### config.mk
export PLATFORM = sky130hd
export DESIGN_NAME = loadFormatter
export DESIGN_NICKNAME = d
export VERILOG_FILES = /design/src/logic/lsuPkg.sv /design/src/logic/loadFormatter.sv
export SDC_FILE = /design/constraint.sdc
export NUM_CORES = 1
export LEC_CHECK = 0
export ABC_AREA = 1
export ABC_CLOCK_PERIOD_IN_PS = 2500
export BUFFER_PORTS_ARGS = -buffer_cell sky130_fd_sc_hd__buf_4
export CAP_MARGIN = 30
export CORE_MARGIN = 1
export CORE_UTILIZATION = 49
export DETAILED_ROUTE_END_ITERATION = 8
export GPL_ROUTABILITY_DRIVEN = 0
export MAX_ROUTING_LAYER = met4
export PLACE_DENSITY = 0.84
export SYNTH_ARGS = -nofsm -noshare
export SYNTH_HDL_FRONTEND = slang
export SYNTH_SLANG_ARGS = --single-unit
### constraint.sdc
create_clock -name clk -period 2.5 [get_ports clk]
set_input_delay 0.125 -clock clk [delete_from_list [all_inputs] [get_ports clk]]
set_output_delay 0.125 -clock clk [all_outputs]
set_load 0.02 [all_outputs]
### src/logic/lsuPkg.sv
`default_nettype none

package lsuPkg;

    localparam int DATA_WIDTH = 32;

    typedef enum logic [2:0] {
        OP_LB  = 3'd0,
        OP_LH  = 3'd1,
        OP_LW  = 3'd2,
        OP_LBU = 3'd3,
        OP_LHU = 3'd4,
        OP_SB  = 3'd5,
        OP_SH  = 3'd6,
        OP_SW  = 3'd7
    } memOp_e;

    typedef enum logic [1:0] {
        CTRL_IDLE     = 2'd0,
        CTRL_TRANSFER = 2'd1,
        CTRL_FINISH   = 2'd2
    } ctrlState_e;

    function automatic logic [2:0] opBytes(memOp_e op);
        case (op)
            OP_LB, OP_LBU, OP_SB: return 3'd1;
            OP_LH, OP_LHU, OP_SH: return 3'd2;
            default: return 3'd4;
        endcase
    endfunction

    function automatic logic isStore(memOp_e op);
        return op inside {OP_SB, OP_SH, OP_SW};
    endfunction

endpackage

`default_nettype wire

### src/logic/loadFormatter.sv
`default_nettype none

module loadFormatter
    import lsuPkg::*;
#(
    parameter int NICK_WIDTH = 4
) (
    input  logic                  clk,
    input  logic                  rst,
    input  logic                  rdy,
    input  logic                  done,
    input  logic [DATA_WIDTH-1:0] rdata,
    input  memOp_e                op,
    input  logic [NICK_WIDTH-1:0] nick,
    output logic                  respDone,
    output logic [DATA_WIDTH-1:0] respData,
    output logic [NICK_WIDTH-1:0] respNick
);

    logic [DATA_WIDTH-1:0] extData;

    always_comb begin
        case (op)
            OP_LB:   extData = {{(DATA_WIDTH-8){rdata[7]}}, rdata[7:0]};
            OP_LH:   extData = {{(DATA_WIDTH-16){rdata[15]}}, rdata[15:0]};
            OP_LW:   extData = rdata;
            OP_LBU:  extData = {{(DATA_WIDTH-8){1'b0}}, rdata[7:0]};
            OP_LHU:  extData = {{(DATA_WIDTH-16){1'b0}}, rdata[15:0]};
            default: extData = '0; // stores complete with no data.
        endcase
    end

    always_ff @(posedge clk) begin
        if (rst) begin
            respDone <= 1'b0;
        end else if (rdy) begin
            respDone <= done;
        end
    end

    always_ff @(posedge clk) begin
        if (rdy && done) begin
            respData <= extData;
            respNick <= nick;
        end
    end

endmodule

`default_nettype wire

Yosys cells after proc, flatten, opt, wreduce, memory -nomap -nowiden
Index checks and enable logic that the tools add are counted.
- equal/unequal tests: 4
- muxes and demuxes: 1
- reductions and logical operators: 2
- operators with widths (kind ; number):
    $pmux 32 s5 ; 1
    $eq 3x2->1 const B ; 2
    $eq 3x1->1 const B ; 1
    $eq 3x3->1 const B ; 1
    $logic_not 3->1 ; 1
    $logic_and 1x1->1 ; 1
- bits in registers: 37
- output and inout port bits: 37

Longest topological paths before layout
- depth after elaboration: 2
- depth in mapped cells: 7
- mapped depth without buffers: 6

Worst setup path before layout
Ideal clock, no wire load.
- kind: input to register
- start point: in rdy
- end point: reg respData[0], enable pin
- library setup time: 0.391 ns
- data arrival time: 0.892 ns
- data required time: 2.109 ns
- path slack: 1.218 ns
- cell stages on the path: 2
- cells stage by stage: nand2_1 > inv_1
- cells in the longest elaborated chain, start to end: 1
- ends and longest elaborated chain (element ; line ; source):
    start: declaration ; loadFormatter.sv:10 ; input logic rdy,
    $logic_and 1x1->1 ; loadFormatter.sv:42 ; if (rdy && done) begin
    end signal: assignment ; loadFormatter.sv:43 ; respData <= extData;
    end: declaration ; loadFormatter.sv:16 ; output logic [DATA_WIDTH-1:0] respData,
No other way between the ends.
A chain may end at the register's enable or synchronous reset.

Worst setup path in the final report
- start point: reg respData[20]
- end point: out respData[20]
No word-level cell between the ends.

==> impl_results.rst <==
.. list-table::
   :header-rows: 1

   * - Metric
     - Value
   * - Run status
     - completed
   * - Antenna Diode Count
     - 0
   * - Clock tree skew after final layout
     - 0 ns
   * - Max frequency
     - ~1000 MHz
   * - Register area
     - ~1100 um^2
   * - Switching pwr
     - between 300 and 400 uW
   * - Worst EP arrival
     - roughly 0.90 ns
   * - Overall routed net length
     - 3370 um
   * - Remaining design rule violation count
     - 0
   * - Synthesized cell area
     - roughly 1700 um^2
   * - Fin nets
     - 270
   * - Horizontal extent of the die
     - roughly 60 um
   * - Pin count of the biggest net entering global routing
     - 37
   * - Wire length of the first global-routing pass
     - 4890 um
   * - Reported leakage power
     - approximately 1.1 nW
   * - Clock tree from TritonCTS
     - done
   * - Cts bufs inserted
     - 5
   * - Detailed-route via count
     - roughly 1400
   * - Number of levels in the clock H-tree
     - 2
   * - Fill count
     - 235
   * - Number of setup buffers added after CTS
     - 0
   * - Row cnt
     - 21
   * - Starting Density
     - approximately half
   * - Element type at the critical path start
     - flop
   * - Max rail drop VDD
     - 0.302 mV
   * - Met1 layer wirelength in the final routing
     - 1280 um
   * - Power Internal
     - between 1 and 1.5 mW
   * - Biggest cell delay along the critical path
     - 0.39 ns
   * - Cell at the slowest stage of the critical path
     - edfxtp_1
   * - Proportion of synthesized chip area in sequential cells
     - roughly two thirds
   * - Core footprint
     - around 3300 um^2
   * - Post-Syn Instances
     - 140
   * - Starting DRC count in detailed routing
     - just over 80
   * - Clock network fraction of total power
     - between 20 and 30%
   * - Die Ht
     - ~61 um
   * - Port buffer count
     - slightly below 80
   * - Clock Tree Buf Depth
     - 2
   * - Share of total power in combinational logic
     - between 10% and 20%
   * - Placed cell count
     - approximately 260
   * - Primary FF master, synth
     - edfxtp_1
   * - Vias in the first global route
     - between 1000 and 1500
   * - Antenna-violating nets left
     - 0
   * - Area of the multi-input gates
     - roughly 480 um^2
   * - Avg Inst Size Synth
     - ~12 um^2
   * - Max Fanout on Critical Path
     - 1
   * - Dominant cell type by area after synthesis
     - edfxtp_1
   * - Main area contributors after synthesis
     - edfxtp_1 (64%), nand4_1 (5.9%), nand2_1 (5.3%)
   * - Hpwl dp
     - between 2000 and 2500 um
   * - Clock edge transition at the registers on the reported setup and hold paths
     - ~0.11 ns
   * - Critical Path Sink Type
     - output pin
   * - Period utilization
     - between 40% and 50%
   * - Unrepaired setup endpoints after global routing
     - no
   * - Most frequent cell after synthesis
     - edfxtp_1
   * - Syn-to-layout area delta
     - 43.5%
   * - Max_slew headroom
     - about three fifths
   * - Post-synth top area share
     - between 60% and 70%
   * - Share of async-settable or async-resettable flops after synthesis
     - 0%
   * - Part of the power in registers
     - between 50% and 60%
   * - Combined global-route utilization of all metal layers
     - 19.3%
   * - Ordered cell list for the critical path
     - buf_4
   * - Clock Sink Count
     - 37
   * - Kind of cell with the highest combined delay on the critical path
     - flip-flops
   * - I/O pins
     - 80
   * - Clock latency at the later pin of the worst-skew pair
     - around 0.33 ns
   * - Residual overflow from global routing
     - 0
   * - Worst-Margin Slew
     - around 0.6 ns
   * - Top cells by count, synth
     - edfxtp_1 (36), nand2_1 (24), nand3_1 (16), nand4_1 (16), inv_1 (11)
   * - Wire length on met3
     - 320 um
   * - Hold Violations, Final
     - 0
   * - Number of buffer and inverter instances along the worst setup path
     - 1
   * - Root buf cell
     - clkbuf_4
   * - Routed length per placed instance
     - between 10 and 15 um
   * - Per-cell via count in the routed design
     - 4.98
   * - Final critical-path required period
     - a little over 1 ns
   * - Uppermost routed layer
     - met4
   * - Number of synthesized flops with an enable pin
     - 36
   * - Number of antenna violations at the first check in global routing
     - 0
   * - Slew Viols, Final
     - 0
   * - Detail Route met2 WL
     - approximately 1700 um
   * - Layout cell share with drive strength beyond 1
     - between 40 and 50%
   * - Final setup TNS
     - 0 ns
   * - Area of the die
     - 3710 um^2
   * - Number of distinct library cells after synthesis
     - 21
   * - Syn Nets
     - 183
   * - Total of flip-flops plus latches after synthesis
     - 37
   * - Power per cell area
     - ~590 nW/um^2
   * - Worst setup path category
     - flop to output pin
   * - Synth warn
     - 0
   * - Class of the most critical hold timing path
     - input pin to flop
   * - Total of max-cap violations
     - 0
   * - Number of iterations in the first detailed-routing pass
     - 4
   * - Data required, critical path
     - roughly 2.4 ns
   * - Setup-failing EPs final
     - 0
   * - Net switching share of the total power
     - 24.1%
   * - Final cell count without fillers
     - approximately 270
[what timing repair did]
action,CTS,global route
hold buffers,5,0
endpoints found under the hold margin,5,0
gates resized for setup,0,0
[metal layers]
metal  vias to the layer above  track usage [%]
met3                         4             7.04
met5                         -                -
met4                         0             6.82
li1                        664                -
met1                       629             20.2
met2                        68             33.4
[metrics by stage]
stage               cell area, um^2  hold slack (ns)  util [%]  power (mW)  setup slack (ns)
floorplan                      1700            0.194         -       0.892              1.22
global placement               2300            0.284      69.0        1.01              1.29
detailed placement             2300            0.289      69.0        1.02              1.23
CTS                            2440           0.0220      73.2        1.45              1.45
global route                   2440           0.0367      73.2        1.50              1.43
finish                         2440           0.0385      73.2        1.44              1.48
[cell families after synthesis]
logic type / Yosys count / share of synthesized area, %
compound gates: 1 / 0.294
buf+inv: 19 / 7.06
flops: 37 / 64.7
simple gates: 83 / 27.9
[layout make-up]
cell class                      count  area share (%)
Clock buffer                        6            2.10
Clock inverter                      2            1.54
Inverter                           14            2.56
Multi-Input combinational cell     84            19.7
Sequential cell                    37            45.1
Tap cell                           46            2.36
Timing Repair Buffer               85            26.7
[state kept, by name, indices dropped and copies added, names as in the netlist]
register  flops
respData     32
respDone      1
respNick      4
[worst paths after layout]
check	from	endpoint	slack, ns	depth (start not counted)
max	respData[20]$_DFFE_PP_	respData[20]	1.48	1
min	rdy	respDone$_SDFFE_PP0P_	0.04	4
max reg2reg	respDone$_SDFFE_PP0P_	respDone$_SDFFE_PP0P_	1.93	2
min reg2reg	respDone$_SDFFE_PP0P_	respDone$_SDFFE_PP0P_	0.47	2
[power by group through the flow]
| stage | Sequential, mW | Combinational [mW] | Clock [mW] |
|---|---|---|---|
| global route | 0.748 | 0.288 | 0.462 |
| finish | 0.743 | 0.267 | 0.426 |
| detailed placement | 0.758 | 0.260 | 0 |
| floorplan | 0.814 | 0.0780 | 0 |
| CTS | 0.743 | 0.267 | 0.441 |
| global placement | 0.757 | 0.257 | 0 |
[placed cells by master, fill, tap and decap left out, types with 2 or more instances in the layout]
cell type      instances
clkbuf_4               5
nand2_2               10
edfxtp_1              36
nor2_2                 2
nor2_8                 2
nand4_1               16
dlygate4sd3_1          5
nand2_1               24
buf_4                 80
inv_1                 11
nor2_1                 9
nand3_1               16
[worst register-to-register path: cells and delay by family, from the launching register on]
| kind | cells | cell delay (ns) |
|---|---|---|
| simple gates | 1 | 0.06 |
| flops | 1 | 0.35 |
| compound gates | 1 | 0.11 |
Power figures use the tool's default switching activity.
