[src/logic/lsuPkg.sv]
`default_nettype none

package lsuPkg;

    localparam int DATA_WIDTH = 32;

    typedef enum logic [2:0] {
        OP_LB  = 3'd0,
        OP_LH  = 3'd1,
        OP_LW  = 3'd2,
        OP_LBU = 3'd3,
        OP_LHU = 3'd4,
        OP_SB  = 3'd5,
        OP_SH  = 3'd6,
        OP_SW  = 3'd7
    } memOp_e;

    typedef enum logic [1:0] {
        CTRL_IDLE     = 2'd0,
        CTRL_TRANSFER = 2'd1,
        CTRL_FINISH   = 2'd2
    } ctrlState_e;

    function automatic logic [2:0] opBytes(memOp_e op);
        case (op)
            OP_LB, OP_LBU, OP_SB: return 3'd1;
            OP_LH, OP_LHU, OP_SH: return 3'd2;
            default: return 3'd4;
        endcase
    endfunction

    function automatic logic isStore(memOp_e op);
        return op inside {OP_SB, OP_SH, OP_SW};
    endfunction

endpackage

`default_nettype wire

[src/logic/memReqIf.sv]
`default_nettype none

interface memReqIf
    import lsuPkg::*;
#(
    parameter int ADDR_WIDTH = 10
) ();

    logic                  valid;
    memOp_e                op;
    logic [ADDR_WIDTH-1:0] addr;
    logic [DATA_WIDTH-1:0] wdata;
    logic                  busy;
    logic                  done; // one cycle, with rdata complete.
    logic [DATA_WIDTH-1:0] rdata;

    modport holder (
        output valid, op, addr, wdata,
        input  busy, done, rdata
    );

    modport controller (
        input  valid, op, addr, wdata,
        output busy, done, rdata
    );

endinterface

`default_nettype wire

[src/logic/memCtrl.sv]
`default_nettype none

module memCtrl
    import lsuPkg::*;
#(
    parameter int ADDR_WIDTH = 10
) (
    input  logic                  clk,
    input  logic                  rst,
    input  logic                  rdy,
    memReqIf.controller           mem,
    output logic                  memWe,
    output logic [ADDR_WIDTH-1:0] memAddr,
    output logic [7:0]            memWdata,
    input  logic [7:0]            memRdata
);

    ctrlState_e            state;
    logic [1:0]            byteCnt;
    logic                  lastByte;
    logic                  start;
    logic                  doneReg;
    logic [DATA_WIDTH-1:0] rdataReg;

    assign mem.busy  = (state != CTRL_IDLE);
    assign mem.done  = doneReg;
    assign mem.rdata = rdataReg;

    assign start    = mem.valid && !mem.busy;
    assign lastByte = ({1'b0, byteCnt} == opBytes(mem.op) - 3'd1);

    assign memAddr  = mem.addr + ADDR_WIDTH'(byteCnt); // little-endian byte walk.
    assign memWdata = mem.wdata[8*byteCnt +: 8];
    assign memWe    = rdy && (state == CTRL_TRANSFER) && isStore(mem.op);

    always_ff @(posedge clk) begin
        if (rst) begin
            state   <= CTRL_IDLE;
            byteCnt <= 2'd0;
            doneReg <= 1'b0;
        end else if (rdy) begin
            case (state)
                CTRL_IDLE: begin
                    byteCnt <= 2'd0;
                    if (start) begin
                        state <= CTRL_TRANSFER;
                    end
                end
                CTRL_TRANSFER: begin
                    byteCnt <= byteCnt + 2'd1;
                    if (lastByte) begin
                        state   <= CTRL_FINISH;
                        doneReg <= 1'b1; // the last byte lands on this edge.
                    end
                end
                CTRL_FINISH: begin
                    state   <= CTRL_IDLE;
                    doneReg <= 1'b0;
                end
                default: begin
                    state   <= CTRL_IDLE;
                    doneReg <= 1'b0;
                end
            endcase
        end
    end

    // Load bytes are collected one lane per transfer cycle.
    always_ff @(posedge clk) begin
        if (rdy) begin
            if (state == CTRL_IDLE && start) begin
                rdataReg <= '0; // upper lanes stay zero for short loads.
            end else if (state == CTRL_TRANSFER && !isStore(mem.op)) begin
                rdataReg[8*byteCnt +: 8] <= memRdata;
            end
        end
    end

endmodule

`default_nettype wire

[src/flat_wrapper.sv]
// flat-port wrapper written by rule: the top's interface ports become plain ports
module memCtrl_flat import lsuPkg::*;
#(
    parameter int ADDR_WIDTH = 10
)
  (clk, rst, rdy, memWe, memAddr, memWdata, memRdata, mem_valid, mem_op, mem_addr, mem_wdata, mem_busy, mem_done, mem_rdata);
  memReqIf #(.ADDR_WIDTH(ADDR_WIDTH)) mem_i ();
  input  logic clk;
  input  logic rst;
  input  logic rdy;
  output logic memWe;
  output logic [ADDR_WIDTH-1:0] memAddr;
  output logic [7:0] memWdata;
  input  logic [7:0] memRdata;
  input wire logic [$bits(mem_i.valid)-1:0] mem_valid;
  input wire logic [$bits(mem_i.op)-1:0] mem_op;
  input wire logic [$bits(mem_i.addr)-1:0] mem_addr;
  input wire logic [$bits(mem_i.wdata)-1:0] mem_wdata;
  output wire logic [$bits(mem_i.busy)-1:0] mem_busy;
  output wire logic [$bits(mem_i.done)-1:0] mem_done;
  output wire logic [$bits(mem_i.rdata)-1:0] mem_rdata;
  assign mem_i.valid = mem_valid;
  assign mem_i.op = mem_op;
  assign mem_i.addr = mem_addr;
  assign mem_i.wdata = mem_wdata;
  assign mem_busy = mem_i.busy;
  assign mem_done = mem_i.done;
  assign mem_rdata = mem_i.rdata;
  memCtrl #(.ADDR_WIDTH(ADDR_WIDTH)) u_core (.clk(clk), .rst(rst), .rdy(rdy), .mem(mem_i), .memWe(memWe), .memAddr(memAddr), .memWdata(memWdata), .memRdata(memRdata));
endmodule
[config.mk]
export PLATFORM = sky130hd
export DESIGN_NAME = memCtrl_flat
export DESIGN_NICKNAME = d
export VERILOG_FILES = /design/src/logic/lsuPkg.sv /design/src/logic/memReqIf.sv /design/src/logic/memCtrl.sv /design/src/flat_wrapper.sv
export SDC_FILE = /design/constraint.sdc
export NUM_CORES = 1
export LEC_CHECK = 0
export BUFFER_PORTS_ARGS = -buffer_cell sky130_fd_sc_hd__clkbuf_2
export CORE_MARGIN = 4
export CORE_UTILIZATION = 42
export DETAILED_ROUTE_END_ITERATION = 16
export PLACE_DENSITY_LB_ADDON = 0.25
export SLEW_MARGIN = 20
export SYNTH_ARGS = -nofsm -noshare
export SYNTH_HDL_FRONTEND = slang
export SYNTH_SLANG_ARGS = --single-unit
[constraint.sdc]
create_clock -name clk -period 2.59 [get_ports clk]
set_input_delay 0.3885 -clock clk [delete_from_list [all_inputs] [get_ports clk]]
set_output_delay 0.3885 -clock clk [all_outputs]
set_load 0.1 [all_outputs]
# Yosys cells after proc, flatten, opt, wreduce, memory -nomap -nowiden
# Cells that the tools add are included.
dict set report totals {
  reg_bits 37
  inputBits 57
  output_inout_bits 53
}
dict set report classes {
  addsub 4
  eq_ne 10
  shift 3
  mux 9
  bitwise 1
  reduce_logical 19
}
# cell count
set ops {}
lappend ops {{$neg A5 Y34} 1}
lappend ops {{$shift A8 B34 Y32 const A} 1}
lappend ops {{$shiftx A8 B34 Y32} 1}
lappend ops {{$bwmux W32} 1}
lappend ops {{$mux W32} 1}
lappend ops {{$shiftx A32 B6 Y8} 1}
lappend ops {{$eq A3 B3 Y1 const B} 4}
lappend ops {{$add A10 B2 Y10} 1}
lappend ops {{$pmux W2 S2} 2}
lappend ops {{$pmux W3 S2} 1}
lappend ops {{$reduce_and A3 Y1} 2}
lappend ops {{$reduce_bool A2 Y1} 3}
lappend ops {{$reduce_or A3 Y1} 2}
lappend ops {{$logic_and A1 B1 Y1} 5}
lappend ops {{$mux W2} 2}
lappend ops {{$ne A2 B1 Y1 const B} 2}
lappend ops {{$reduce_and A2 Y1} 2}
lappend ops {{$eq A2 B3 Y1} 1}
lappend ops {{$eq A3 B1 Y1 const B} 1}
lappend ops {{$eq A3 B2 Y1 const B} 1}
lappend ops {{$logic_not A3 Y1} 1}
lappend ops {{$reduce_bool A3 Y1} 1}
lappend ops {{$sub A3 B1 Y3 const B} 1}
lappend ops {{$add A2 B1 Y2 const B} 1}
lappend ops {{6 further kinds} 7}

# Logic depth before layout (Yosys ltp)
dict set report logic_depth {
  depth_word 7
  ltp_mapped 7
  depth_no_buf 6
}

# Worst setup path before layout
# Ideal clock, no wire load.
dict set report synth_timing {
  kind {reg2out}
  start {reg u_core.byteCnt[1]}
  end {out memAddr[7]}
  arrival_time_ns 2.501
  required_time_ns 2.202
  slack_ns -0.299
  path_stages_with_launch 5
  path_buffers 0
  cell_sequence {dfxtp_1 ha_1 a21o_1 nand4_1 xnor2_1}
}
dict set report synth_via {
  elab_chain_cells 1
}
# item line
set synth_lines {}
lappend synth_lines {{start: declaration} memCtrl.sv:19} ;# logic [1:0] byteCnt;
lappend synth_lines {{start signal: assignment} memCtrl.sv:50} ;# byteCnt <= byteCnt + 2'd1;
lappend synth_lines {{$add A10 B2 Y10} memCtrl.sv:32} ;# assign memAddr = mem.addr + ADDR_WIDTH'(byteCnt);
lappend synth_lines {{end: declaration} flat_wrapper.sv:12} ;# output logic [ADDR_WIDTH-1:0] memAddr;
# Every way passes these cells.

# Worst setup path after layout
dict set report layout_timing {
  start {reg u_core.byteCnt[1]}
  end {out memAddr[4]}
}
# Same word-level chain as after synthesis.

==> qor.yml <==
pwr:
  p_leak_nw: 1.440
  p_int_mw: 1.212
  p_comb_frac: 0.429
  power_mw: 2.169
  powerDensity_mw_per_mm2: 669.7
  clkPwrFrac: 0.223
  switching_share: 0.4412
  p_seq_frac: 0.348
  ir_worst_vdd_uv: 511.3
  power_switching_uw: 956.7
critical_path:
  crit_required_ps: 2200
  cp_max_fo: 11
  crit_type: "flip-flop to output port"
  crit_path_end_kind: "output port"
  cp.arrival_ps: 1940
  startpoint_type: "flip-flop"
placed_design:
  pre_cts_ws_ps: 471.9
  place_area_mm2: 0.003134
  dp_hpwl_mm: 4.815
  portBuffers: 109
  gp_congestion: 0.9020
  place_inst: 402
clocking:
  htreeDepth: 2
  cts-root-buf: "clkbuf_8"
  cts_max_path_buffers: 2
  cts_tree: "built"
  clk_latency_ps: 290
  path_clk_slew_ps: 70
  cts-buffers-inserted: 5
  postCtsHoldBufs: 0
  cts_sinks: 37
  cts_setup_buffers: 0
  cts_resized: 0
sta:
  fmax_mhz: 429.6
  fin_crit_sh: 0.8988
  hold_violations: 0
  worstMarginPinSlew_ps: 826.0
  setup_viol: 0
  min_period_ps: 2328
  skew_ps: 5.965
  rsz0062_at_grt: "false"
  whs_ps: 349.4
  report.final.slew_viol_count: 0
  setup_ws_ps: 262.2
  fin_setup_tns_ps: 0
  max_slew_margin: 0.4451
floorplanning:
  coreArea_mm2: 0.005205
  die_x_um: 81.78
  row_count: 26
  dieArea_mm2: 0.006687
  fp.dieH_um: 81.78
  boundaryPins: 110
  floorplan.initialDensity: 0.4392
detailed_routing:
  vias_per_cell: 5.142
  first_pass_iters: 4
  routed_wl_mm: 6.319
  vias: 2103
  drt_iter0_drc: 117
  postRouteAntennaNets: 0
  wl_per_cell_um: 15.45
  drc: 0
finish:
  stdcell_area_mm2: 0.003238
  drive_gt1_frac: 0.4336
  syn2layout_area_growth_pct: 41.65
  final_nets: 404
  stdcell_count: 409
  num_antenna_cells: 0
  mostFrequentLayoutCell: "clkbuf_2"
  fin_util: 0.6221
  mostFrequentLayoutCells: "clkbuf_2, nor2_1, a21oi_1, nor2b_1, edfxtp_1"
logic_synthesis:
  synth_area_leaders: "edfxtp_1, nor2b_1, mux4_2, a21oi_1, nor2_1"
  synthesis.nets: 287
  synth_area_per_cell_um2: 10.30
  ys_seq_elements: 37
  synth_top_area_share: 0.4204
  syn_inst: 222
  synth_top_area_cell: "edfxtp_1"
  yosysWarnings: 0
  synth_cell_types: 38
  yosysSeqAreaShare: 0.4641
  synthesis.area_mm2: 0.002286
job:
  cap_violations: 0
status:
  status: "complete, no violations"
global_routing:
  grt_max_degree: 34
  grt_pass1_vias: 2082
  grt.total_usage: 0.1967
  grt-ovfl-total: 0
  grt_pass1_wl_mm: 9.908
  antenna_found_initial: 0
hold_path:
  hold_class: "input pin to flip-flop"
==> power groups by stage <==
stage,Clock [mW],Sequential (mW),Combinational [mW]
floorplan,0,1.10,0.394
global placement,0,0.767,0.925
detailed placement,0,0.767,0.932
CTS,0.495,0.755,0.934
global route,0.521,0.762,0.979
finish,0.483,0.756,0.930
==> routing by layer <==
metal	vias up	share of wire	GRT usage
met4	0	0.012	0.06146
met3	6	0.10	0.04715
met5	-	0	0
li1	1028	-	-
met2	104	0.48	0.3409
met1	965	0.40	0.2407
==> Yosys cell counts (all sizes together) <==
| library cell | number |
|---|---|
| nor2b | 33 |
| ha | 7 |
| a311oi | 1 |
| o21ai | 1 |
| mux4 | 8 |
| buf | 6 |
| nor4b | 1 |
| xnor2 | 7 |
| nor3 | 5 |
| nand4 | 1 |
| xor2 | 2 |
| a221oi | 1 |
| a211oi | 1 |
| nand3 | 4 |
| and2 | 1 |
| inv | 6 |
| nand3b | 1 |
| or2 | 1 |
| nor4bb | 1 |
| nand2b | 1 |
| nor2 | 39 |
| or3 | 2 |
| and4 | 1 |
| o31a | 1 |
| fa | 1 |
| nand2 | 9 |
| o22ai | 1 |
| edfxtp | 32 |
| o41ai | 1 |
| a21oi | 35 |
| clkbuf | 1 |
| a31oi | 1 |
| dfxtp | 5 |
| and3 | 1 |
| a21o | 1 |
| and4bb | 2 |
==> worst max-delay path, stage by stage, from the launching register on <==
cell	delay [ps]
dfxtp_1	420
buf_4	240
fa_1	480
nand3_1	160
xnor2_2	140
buf_12	200
==> state kept, by name, summed over array words and instances (netlist names) <==
signal / count
u_core.state: 2
u_core.mem.done: 1
u_core.mem.rdata: 32
u_core.byteCnt: 2
==> cells by family after synthesis <==
family | count (synthesis) | share of synthesized area
xor gates and xnor gates | 9 | 0.03448
muxes | 8 | 0.07882
AOI/OAI and AO/OA | 44 | 0.1117
and+or+nand+nor | 103 | 0.2370
adders and majority gates | 8 | 0.04707
buffers and inverters | 13 | 0.02682
DFF | 37 | 0.4641
==> final timing paths <==
kind	endpoint	depth (start not counted)	slack [ps]	from
setup / recovery	memAddr[4]	5	260	u_core.byteCnt[1]$_SDFFE_PP0P_
hold / removal	u_core.mem.done$_SDFFE_PP0P_	2	350	rst
setup reg to reg	u_core.mem.rdata[4]$_SDFFCE_PP0P_	7	420	u_core.byteCnt[0]$_SDFFE_PP0P_
hold reg to reg	u_core.mem.done$_SDFFE_PP0P_	1	540	u_core.state[1]$_SDFFE_PP0P_
==> final cells by class <==
class                           count  area, um^2
Sequential cell                    37        1061
Clock buffer                        5       68.82
Timing Repair Buffer              117       740.7
Tap cell                           70       87.58
Inverter                            6       22.52
Fill cell                         465        1967
Clock inverter                      2       35.03
Multi-Input combinational cell    172        1222
Power figures use the tool's default switching activity.
