--- config.mk ---
export PLATFORM = sky130hd
export DESIGN_NAME = dcacheReq_flat
export DESIGN_NICKNAME = d
export VERILOG_FILES = /design/src/logic/lsuPkg.sv /design/src/logic/memReqIf.sv /design/src/logic/dcacheReq.sv /design/src/flat_wrapper.sv
export SDC_FILE = /design/constraint.sdc
export NUM_CORES = 1
export LEC_CHECK = 0
export ABC_AREA = 0
export ABC_CLOCK_PERIOD_IN_PS = 2950
export BUFFER_PORTS_ARGS = -buffer_cell sky130_fd_sc_hd__buf_2
export CAP_MARGIN = 20
export CORE_UTILIZATION = 40
export CTS_BUF_LIST = sky130_fd_sc_hd__clkbuf_4
export CTS_CLUSTER_DIAMETER = 120
export DETAILED_ROUTE_END_ITERATION = 16
export GPL_TIMING_DRIVEN = 0
export PLACE_DENSITY_LB_ADDON = 0.15
export RECOVER_POWER = 25
export SLEW_MARGIN = 20
export SYNTH_ARGS = -nofsm -noshare
export SYNTH_HDL_FRONTEND = slang
export SYNTH_SLANG_ARGS = --single-unit
--- constraint.sdc ---
create_clock -name clk -period 2.95 [get_ports clk]
set_input_delay 0.1475 -clock clk [delete_from_list [all_inputs] [get_ports clk]]
set_output_delay 0.1475 -clock clk [all_outputs]
set_load 0.05 [all_outputs]
--- src/logic/lsuPkg.sv ---
`default_nettype none

package lsuPkg;

    localparam int DATA_WIDTH = 32;

    typedef enum logic [2:0] {
        OP_LB  = 3'd0,
        OP_LH  = 3'd1,
        OP_LW  = 3'd2,
        OP_LBU = 3'd3,
        OP_LHU = 3'd4,
        OP_SB  = 3'd5,
        OP_SH  = 3'd6,
        OP_SW  = 3'd7
    } memOp_e;

    typedef enum logic [1:0] {
        CTRL_IDLE     = 2'd0,
        CTRL_TRANSFER = 2'd1,
        CTRL_FINISH   = 2'd2
    } ctrlState_e;

    function automatic logic [2:0] opBytes(memOp_e op);
        case (op)
            OP_LB, OP_LBU, OP_SB: return 3'd1;
            OP_LH, OP_LHU, OP_SH: return 3'd2;
            default: return 3'd4;
        endcase
    endfunction

    function automatic logic isStore(memOp_e op);
        return op inside {OP_SB, OP_SH, OP_SW};
    endfunction

endpackage

`default_nettype wire

--- src/logic/memReqIf.sv ---
`default_nettype none

interface memReqIf
    import lsuPkg::*;
#(
    parameter int ADDR_WIDTH = 10
) ();

    logic                  valid;
    memOp_e                op;
    logic [ADDR_WIDTH-1:0] addr;
    logic [DATA_WIDTH-1:0] wdata;
    logic                  busy;
    logic                  done; // one cycle, with rdata complete.
    logic [DATA_WIDTH-1:0] rdata;

    modport holder (
        output valid, op, addr, wdata,
        input  busy, done, rdata
    );

    modport controller (
        input  valid, op, addr, wdata,
        output busy, done, rdata
    );

endinterface

`default_nettype wire

--- src/logic/dcacheReq.sv ---
`default_nettype none

module dcacheReq
    import lsuPkg::*;
#(
    parameter int ADDR_WIDTH = 10,
    parameter int NICK_WIDTH = 4
) (
    input  logic                  clk,
    input  logic                  rst,
    input  logic                  rdy,
    input  logic                  reqEn,
    input  memOp_e                reqOp,
    input  logic [ADDR_WIDTH-1:0] reqAddr,
    input  logic [DATA_WIDTH-1:0] reqData,
    input  logic [NICK_WIDTH-1:0] reqNick,
    output logic                  reqReady,
    output memOp_e                heldOp,
    output logic [NICK_WIDTH-1:0] heldNick,
    memReqIf.holder               mem
);

    logic                  occupied;
    logic                  accept;
    logic [ADDR_WIDTH-1:0] heldAddr;
    logic [DATA_WIDTH-1:0] heldData;

    assign reqReady = rdy && !occupied; // one request in flight at most.
    assign accept   = reqEn && reqReady;

    assign mem.valid = occupied; // held until the controller reports done.
    assign mem.op    = heldOp;
    assign mem.addr  = heldAddr;
    assign mem.wdata = heldData;

    always_ff @(posedge clk) begin
        if (rst) begin
            occupied <= 1'b0;
        end else if (rdy) begin
            if (mem.done) begin
                occupied <= 1'b0;
            end else if (accept) begin
                occupied <= 1'b1;
            end
        end
    end

    // the tag stays here and meets the data again at the formatter.
    always_ff @(posedge clk) begin
        if (accept) begin
            heldOp   <= reqOp;
            heldAddr <= reqAddr;
            heldData <= reqData;
            heldNick <= reqNick;
        end
    end

endmodule

`default_nettype wire

--- src/flat_wrapper.sv ---
// flat-port wrapper written by rule: the top's interface ports become plain ports
module dcacheReq_flat import lsuPkg::*;
#(
    parameter int ADDR_WIDTH = 10,
    parameter int NICK_WIDTH = 4
)
  (clk, rst, rdy, reqEn, reqOp, reqAddr, reqData, reqNick, reqReady, heldOp, heldNick, mem_valid, mem_op, mem_addr, mem_wdata, mem_busy, mem_done, mem_rdata);
  memReqIf #(.ADDR_WIDTH(ADDR_WIDTH)) mem_i ();
  input  logic clk;
  input  logic rst;
  input  logic rdy;
  input  logic reqEn;
  input  memOp_e reqOp;
  input  logic [ADDR_WIDTH-1:0] reqAddr;
  input  logic [DATA_WIDTH-1:0] reqData;
  input  logic [NICK_WIDTH-1:0] reqNick;
  output logic reqReady;
  output memOp_e heldOp;
  output logic [NICK_WIDTH-1:0] heldNick;
  output wire logic [$bits(mem_i.valid)-1:0] mem_valid;
  output wire logic [$bits(mem_i.op)-1:0] mem_op;
  output wire logic [$bits(mem_i.addr)-1:0] mem_addr;
  output wire logic [$bits(mem_i.wdata)-1:0] mem_wdata;
  input wire logic [$bits(mem_i.busy)-1:0] mem_busy;
  input wire logic [$bits(mem_i.done)-1:0] mem_done;
  input wire logic [$bits(mem_i.rdata)-1:0] mem_rdata;
  assign mem_valid = mem_i.valid;
  assign mem_op = mem_i.op;
  assign mem_addr = mem_i.addr;
  assign mem_wdata = mem_i.wdata;
  assign mem_i.busy = mem_busy;
  assign mem_i.done = mem_done;
  assign mem_i.rdata = mem_rdata;
  dcacheReq #(.ADDR_WIDTH(ADDR_WIDTH), .NICK_WIDTH(NICK_WIDTH)) u_core (.clk(clk), .rst(rst), .rdy(rdy), .reqEn(reqEn), .reqOp(reqOp), .reqAddr(reqAddr), .reqData(reqData), .reqNick(reqNick), .reqReady(reqReady), .heldOp(heldOp), .heldNick(heldNick), .mem(mem_i));
endmodule
Word-level counts from Yosys, hierarchy flattened
Cells that the tools add are included.

storage, ports and cells
  register bits = 50
  logic and storage cells = 12

operators by class
  reductions and logical operators = 5
  multiplexer cells = 2

operators by type and width
  kind                 count
  1-bit logical AND    2
  1-bit two-way mux    2
  2-bit AND reduction  1
  2-bit nonzero test   1
  1-bit zero test      1

Logic depth before layout (Yosys ltp)
  depth in word-level cells = 5
  depth in mapped cells = 2

Worst setup path before layout
OpenSTA, ideal clock, no wires.

  kind = register -> register
  from = register u_core.occupied, in the netlist u_core.mem.valid
  to = register u_core.heldNick[0], enable pin
  arrival = 2.116 ns
  stages on the path, launching flop included = 3
  buffers on the path = 0
  path slack = 0.423 ns
  data required time = 2.539 ns
  cells stage by stage = dfxtp_1 nor2b_4 and2_1

between the ends
  word-level cells in the longest chain between the ends = 3

ends and longest elaborated chain
  item                    line                RTL
  from (decl)             dcacheReq.sv:23     logic occupied;
  from (signal assigned)  dcacheReq.sv:38     occupied <= 1'b0;
  from (signal assigned)  dcacheReq.sv:41     occupied <= 1'b0;
  from (signal assigned)  dcacheReq.sv:43     occupied <= 1'b1;
  1-bit zero test         dcacheReq.sv:28     assign reqReady = rdy && !occupied;
  1-bit logical AND       dcacheReq.sv:28
  net reqReady            flat_wrapper.sv:17  output logic reqReady;
  1-bit logical AND       dcacheReq.sv:29     assign accept = reqEn && reqReady;
  net u_core.accept       dcacheReq.sv:24     logic accept;
  to (signal assigned)    dcacheReq.sv:54     heldNick <= reqNick;
  to (decl)               dcacheReq.sv:19     output logic [NICK_WIDTH-1:0] heldNick,

The timed path passes the listed nets, and every way through them passes these cells.
A chain may end at the register's enable or synchronous reset.

Worst setup path in the final report
  from = register u_core.occupied, in the netlist u_core.mem.valid
  to = register u_core.heldAddr[4], in the netlist u_core.mem.addr[4], enable pin

between the ends
  word-level cells in the longest chain between the ends = 3

ends and longest elaborated chain
  item                  line             RTL
  1-bit zero test       dcacheReq.sv:28
  1-bit logical AND     dcacheReq.sv:28
  1-bit logical AND     dcacheReq.sv:29
  net u_core.accept     dcacheReq.sv:24
  to (signal assigned)  dcacheReq.sv:52  heldAddr <= reqAddr;
  to (decl)             dcacheReq.sv:25  logic [ADDR_WIDTH-1:0] heldAddr;

The timed path passes the listed nets, and every way through them passes these cells.

==> results by stage <==
Outcome:
- The run finished with clean final reports.

Synth:
- After synthesis, flip-flops and latches occupy 96.4% of the total area.
- The synthesized cell area is 1550 um2.
- The number of unique standard cell types used by synthesis is 7.
- The number of nets in the synthesized netlist is 144.
- During synthesis, Yosys emitted a total of 0 warnings.
- The post-synthesis average cell area is 27.1 um2.
- The number of synthesized register bits is 50.
- The number of standard cells after synthesis is 57.

Die:
- In this run the horizontal extent of the chip is 64.2 um.
- The floorplan step set the die height to 64.2 um.
- The placeable core region is 3690 um2.
- For this configuration, the core starts out at a cell density of 41.9%.
- The number of ports placed on the die boundary is 141.
- The floorplan step defined a die boundary enclosing 4120 um2.
- The row count is 22.

Critical path:
- Setup slack on the worst reg-to-reg path comes out at 1.44 ns.
- The data required time of the critical path is 3.00 ns.
- Data on the critical path arrives at its endpoint at 1.56 ns.
- STA classifies the critical path startpoint as a register.
- Of all nets on the critical path, the largest fanout is 28.
- The critical path class is reg -> reg.
- The type of element capturing the critical path is a register.
- For the worst flop-to-flop path, the logic depth is 3.

STA:
- Setup repair after global routing left no endpoint under its margin.
- Final hold analysis gives a worst-case slack of 0.483 ns.
- The tightest slew margin relative to the limit is 65.1%.
- The number of setup violations in the final report is 0.
- At the pin with the least slew margin, the transition time is 0.524 ns.
- The minimum clock period after layout is 1.51 ns.
- The final max-slew violation count was 0.
- The final period utilization is 51.2%.
- In the final timing run, aggregate negative setup slack is 0 ns.
- The post-layout worst setup margin is 1.44 ns.
- The count of endpoints failing hold in the final timing report is 0.
- Based on the critical path, the design can be clocked at up to 0.662 GHz.
- The worst clock skew is 0.0125 ns.

Cells and area:
- The number of fill cells is 246.
- In the layout the commonest cells are buf_2 (107), dlygate4sd3_1 (51), edfxtp_1 (49).
- After routing the design area is 2730 um2.
- Summing all multi-input logic gate instances after layout gives 33.8 um2.
- The sequential cells in the finished layout cover a total of 1490 um2.
- The final layout contains 310 nets.
- The leading cell type in the layout, fill and taps excluded is buf_2.
- The number of non-filler instances in the completed layout is 272.
- The antenna cell count is 0.
- The layout cell share with drive strength beyond 1 is 53.6%.
- The post-route core utilization is 73.9%.
- The area growth from synthesis to layout is 76.4%.

Placement:
- The count of input and output buffers is 107.
- In this run, placement finished with an instance count of 213.
- The detailed placer's ending HPWL is 2.02 mm.
- Routability-driven placement finished with a final weighted congestion of 0.626.
- Once placement finished, the instance area stood at 2160 um2.
- Timing analysis after detailed placement gives a worst setup slack of 1.42 ns.

Power:
- The overall power of the completed layout is 1.36 mW.
- Summed over all cells, the static leakage comes to 1.17 nW.
- The total power per unit cell area is 499 nW/um2.
- The worst voltage drop across the vdd grid is 0.296 mV.

Routing:
- The number of DRC violations after detailed-routing iteration 0 is 42.
- The routed via count divided by cell count is 4.24.
- The routed via count is 1154.
- The residual DRC count is 0.
- The first detailed-routing pass ran for 4 iterations.
- The detailed-route wire length per cell is 11.8 um.
- After detailed routing, the total wire length is 3.20 mm.
- The residual antenna-violating net count after detailed routing is 0.

Global route:
- The aggregate global-route resource usage is 16.2%.
- Entering global routing, the biggest net connects 29 pins.
- The number of antenna violations at the first check in global routing was 0.
- The global-route wire length before repair is 4.79 mm.
- The number of global-route vias before repair came to 1099.
- For this run the aggregate overflow at the end of global routing stands at 0.

Clock tree:
- The later pin in the worst-skew pair is clocked with a latency of 0.35 ns.
- The clock transition time at the flip-flop clock pins of the worst setup and hold paths is 0.13 ns.
- The deepest level of the CTS H-tree is 2.
- The maximum count of clock buffers along a single path is 2.
- The cell chosen for the clock root is clkbuf_4.
- The count of buffers added by post-CTS timing repair for setup is 0.
- The TritonCTS clock tree is built.
- The total number of clock tree sinks is 50.
- The number of CTS-inserted buffers is 5.

Worst hold path:
- Along the worst hold path, the cell count comes to 2.
- In this run the worst hold path is classified as in -> reg.

Job:
- The reported max-cap violation count is 0.
metal layers:
layer | vias to the layer above | routed length (um) | global-route usage (%)
met5 | - | 0 | 0
met4 | 0 | 41 | 5.83
met3 | 6 | 322 | 6.61
met2 | 69 | 1680 | 29.4
met1 | 522 | 1160 | 16.5
li1 | 557 | - | -
cells in the mapped netlist:
library cell	count	share of area (%)
edfxtp_1	49	95
buf_4	3	1.5
a211oi_1	1	0.49
a21oi_1	1	0.32
and2_1	1	0.40
dfxtp_1	1	1.3
nor2b_4	1	0.89
cells by family (layout without fill, tap and decap cells):
family / after synthesis / after routing / synth area share [%]
flip-flops: 50 / 50 / 96.4
AO/OA/AOI/OAI: 2 / 2 / 0.809
AND/OR/NAND/NOR: 2 / 2 / 1.29
buffers and inverters: 3 / 170 / 1.46
registers in the layout, summed over array words and instances (netlist names):
name and count:
u_core.mem.wdata 32, u_core.mem.addr 10, u_core.heldNick 4, u_core.heldOp 3, u_core.mem.valid 1
area by class of cell:
| cell class | count | share of cell area, % |
|---|---|---|
| Timing Repair Buffer | 159 | 39.1 |
| Multi-Input combinational cell | 4 | 1.24 |
| Sequential cell | 50 | 54.7 |
| Buffer | 3 | 0.826 |
| Tap cell | 48 | 2.20 |
| Clock buffer | 6 | 1.65 |
| Clock inverter | 2 | 0.321 |
path summary, 6_finish.rpt:
| path | start | to |
|---|---|---|
| max | u_core.mem.valid | u_core.mem.addr[4] |
| min | reqEn | u_core.mem.wdata[10] |
| max reg2reg | u_core.mem.valid | u_core.mem.addr[4] |
| min reg2reg | u_core.mem.valid | u_core.mem.wdata[10] |
critical path, stage by stage (launching register included):
cell     delay (ns)
dfxtp_1        0.37
nor2b_4        0.11
and2_2         0.49
buf_12         0.26
report_power, final:
| group | switching (mW) | total (mW) | leakage, nW | internal, mW |
|---|---|---|---|---|
| Clock | 0.188 | 0.287 | 0.0331 | 0.0991 |
| Sequential | 0.00746 | 0.824 | 0.466 | 0.816 |
| Combinational | 0.156 | 0.251 | 0.674 | 0.0957 |
what timing repair did:
item / 4_1_cts / 5_1_grt
endpoints found under the hold margin: 50 / 0
hold buffers: 51 / 0
gates resized for setup: 0 / 0
Power figures use the tool's default switching activity.
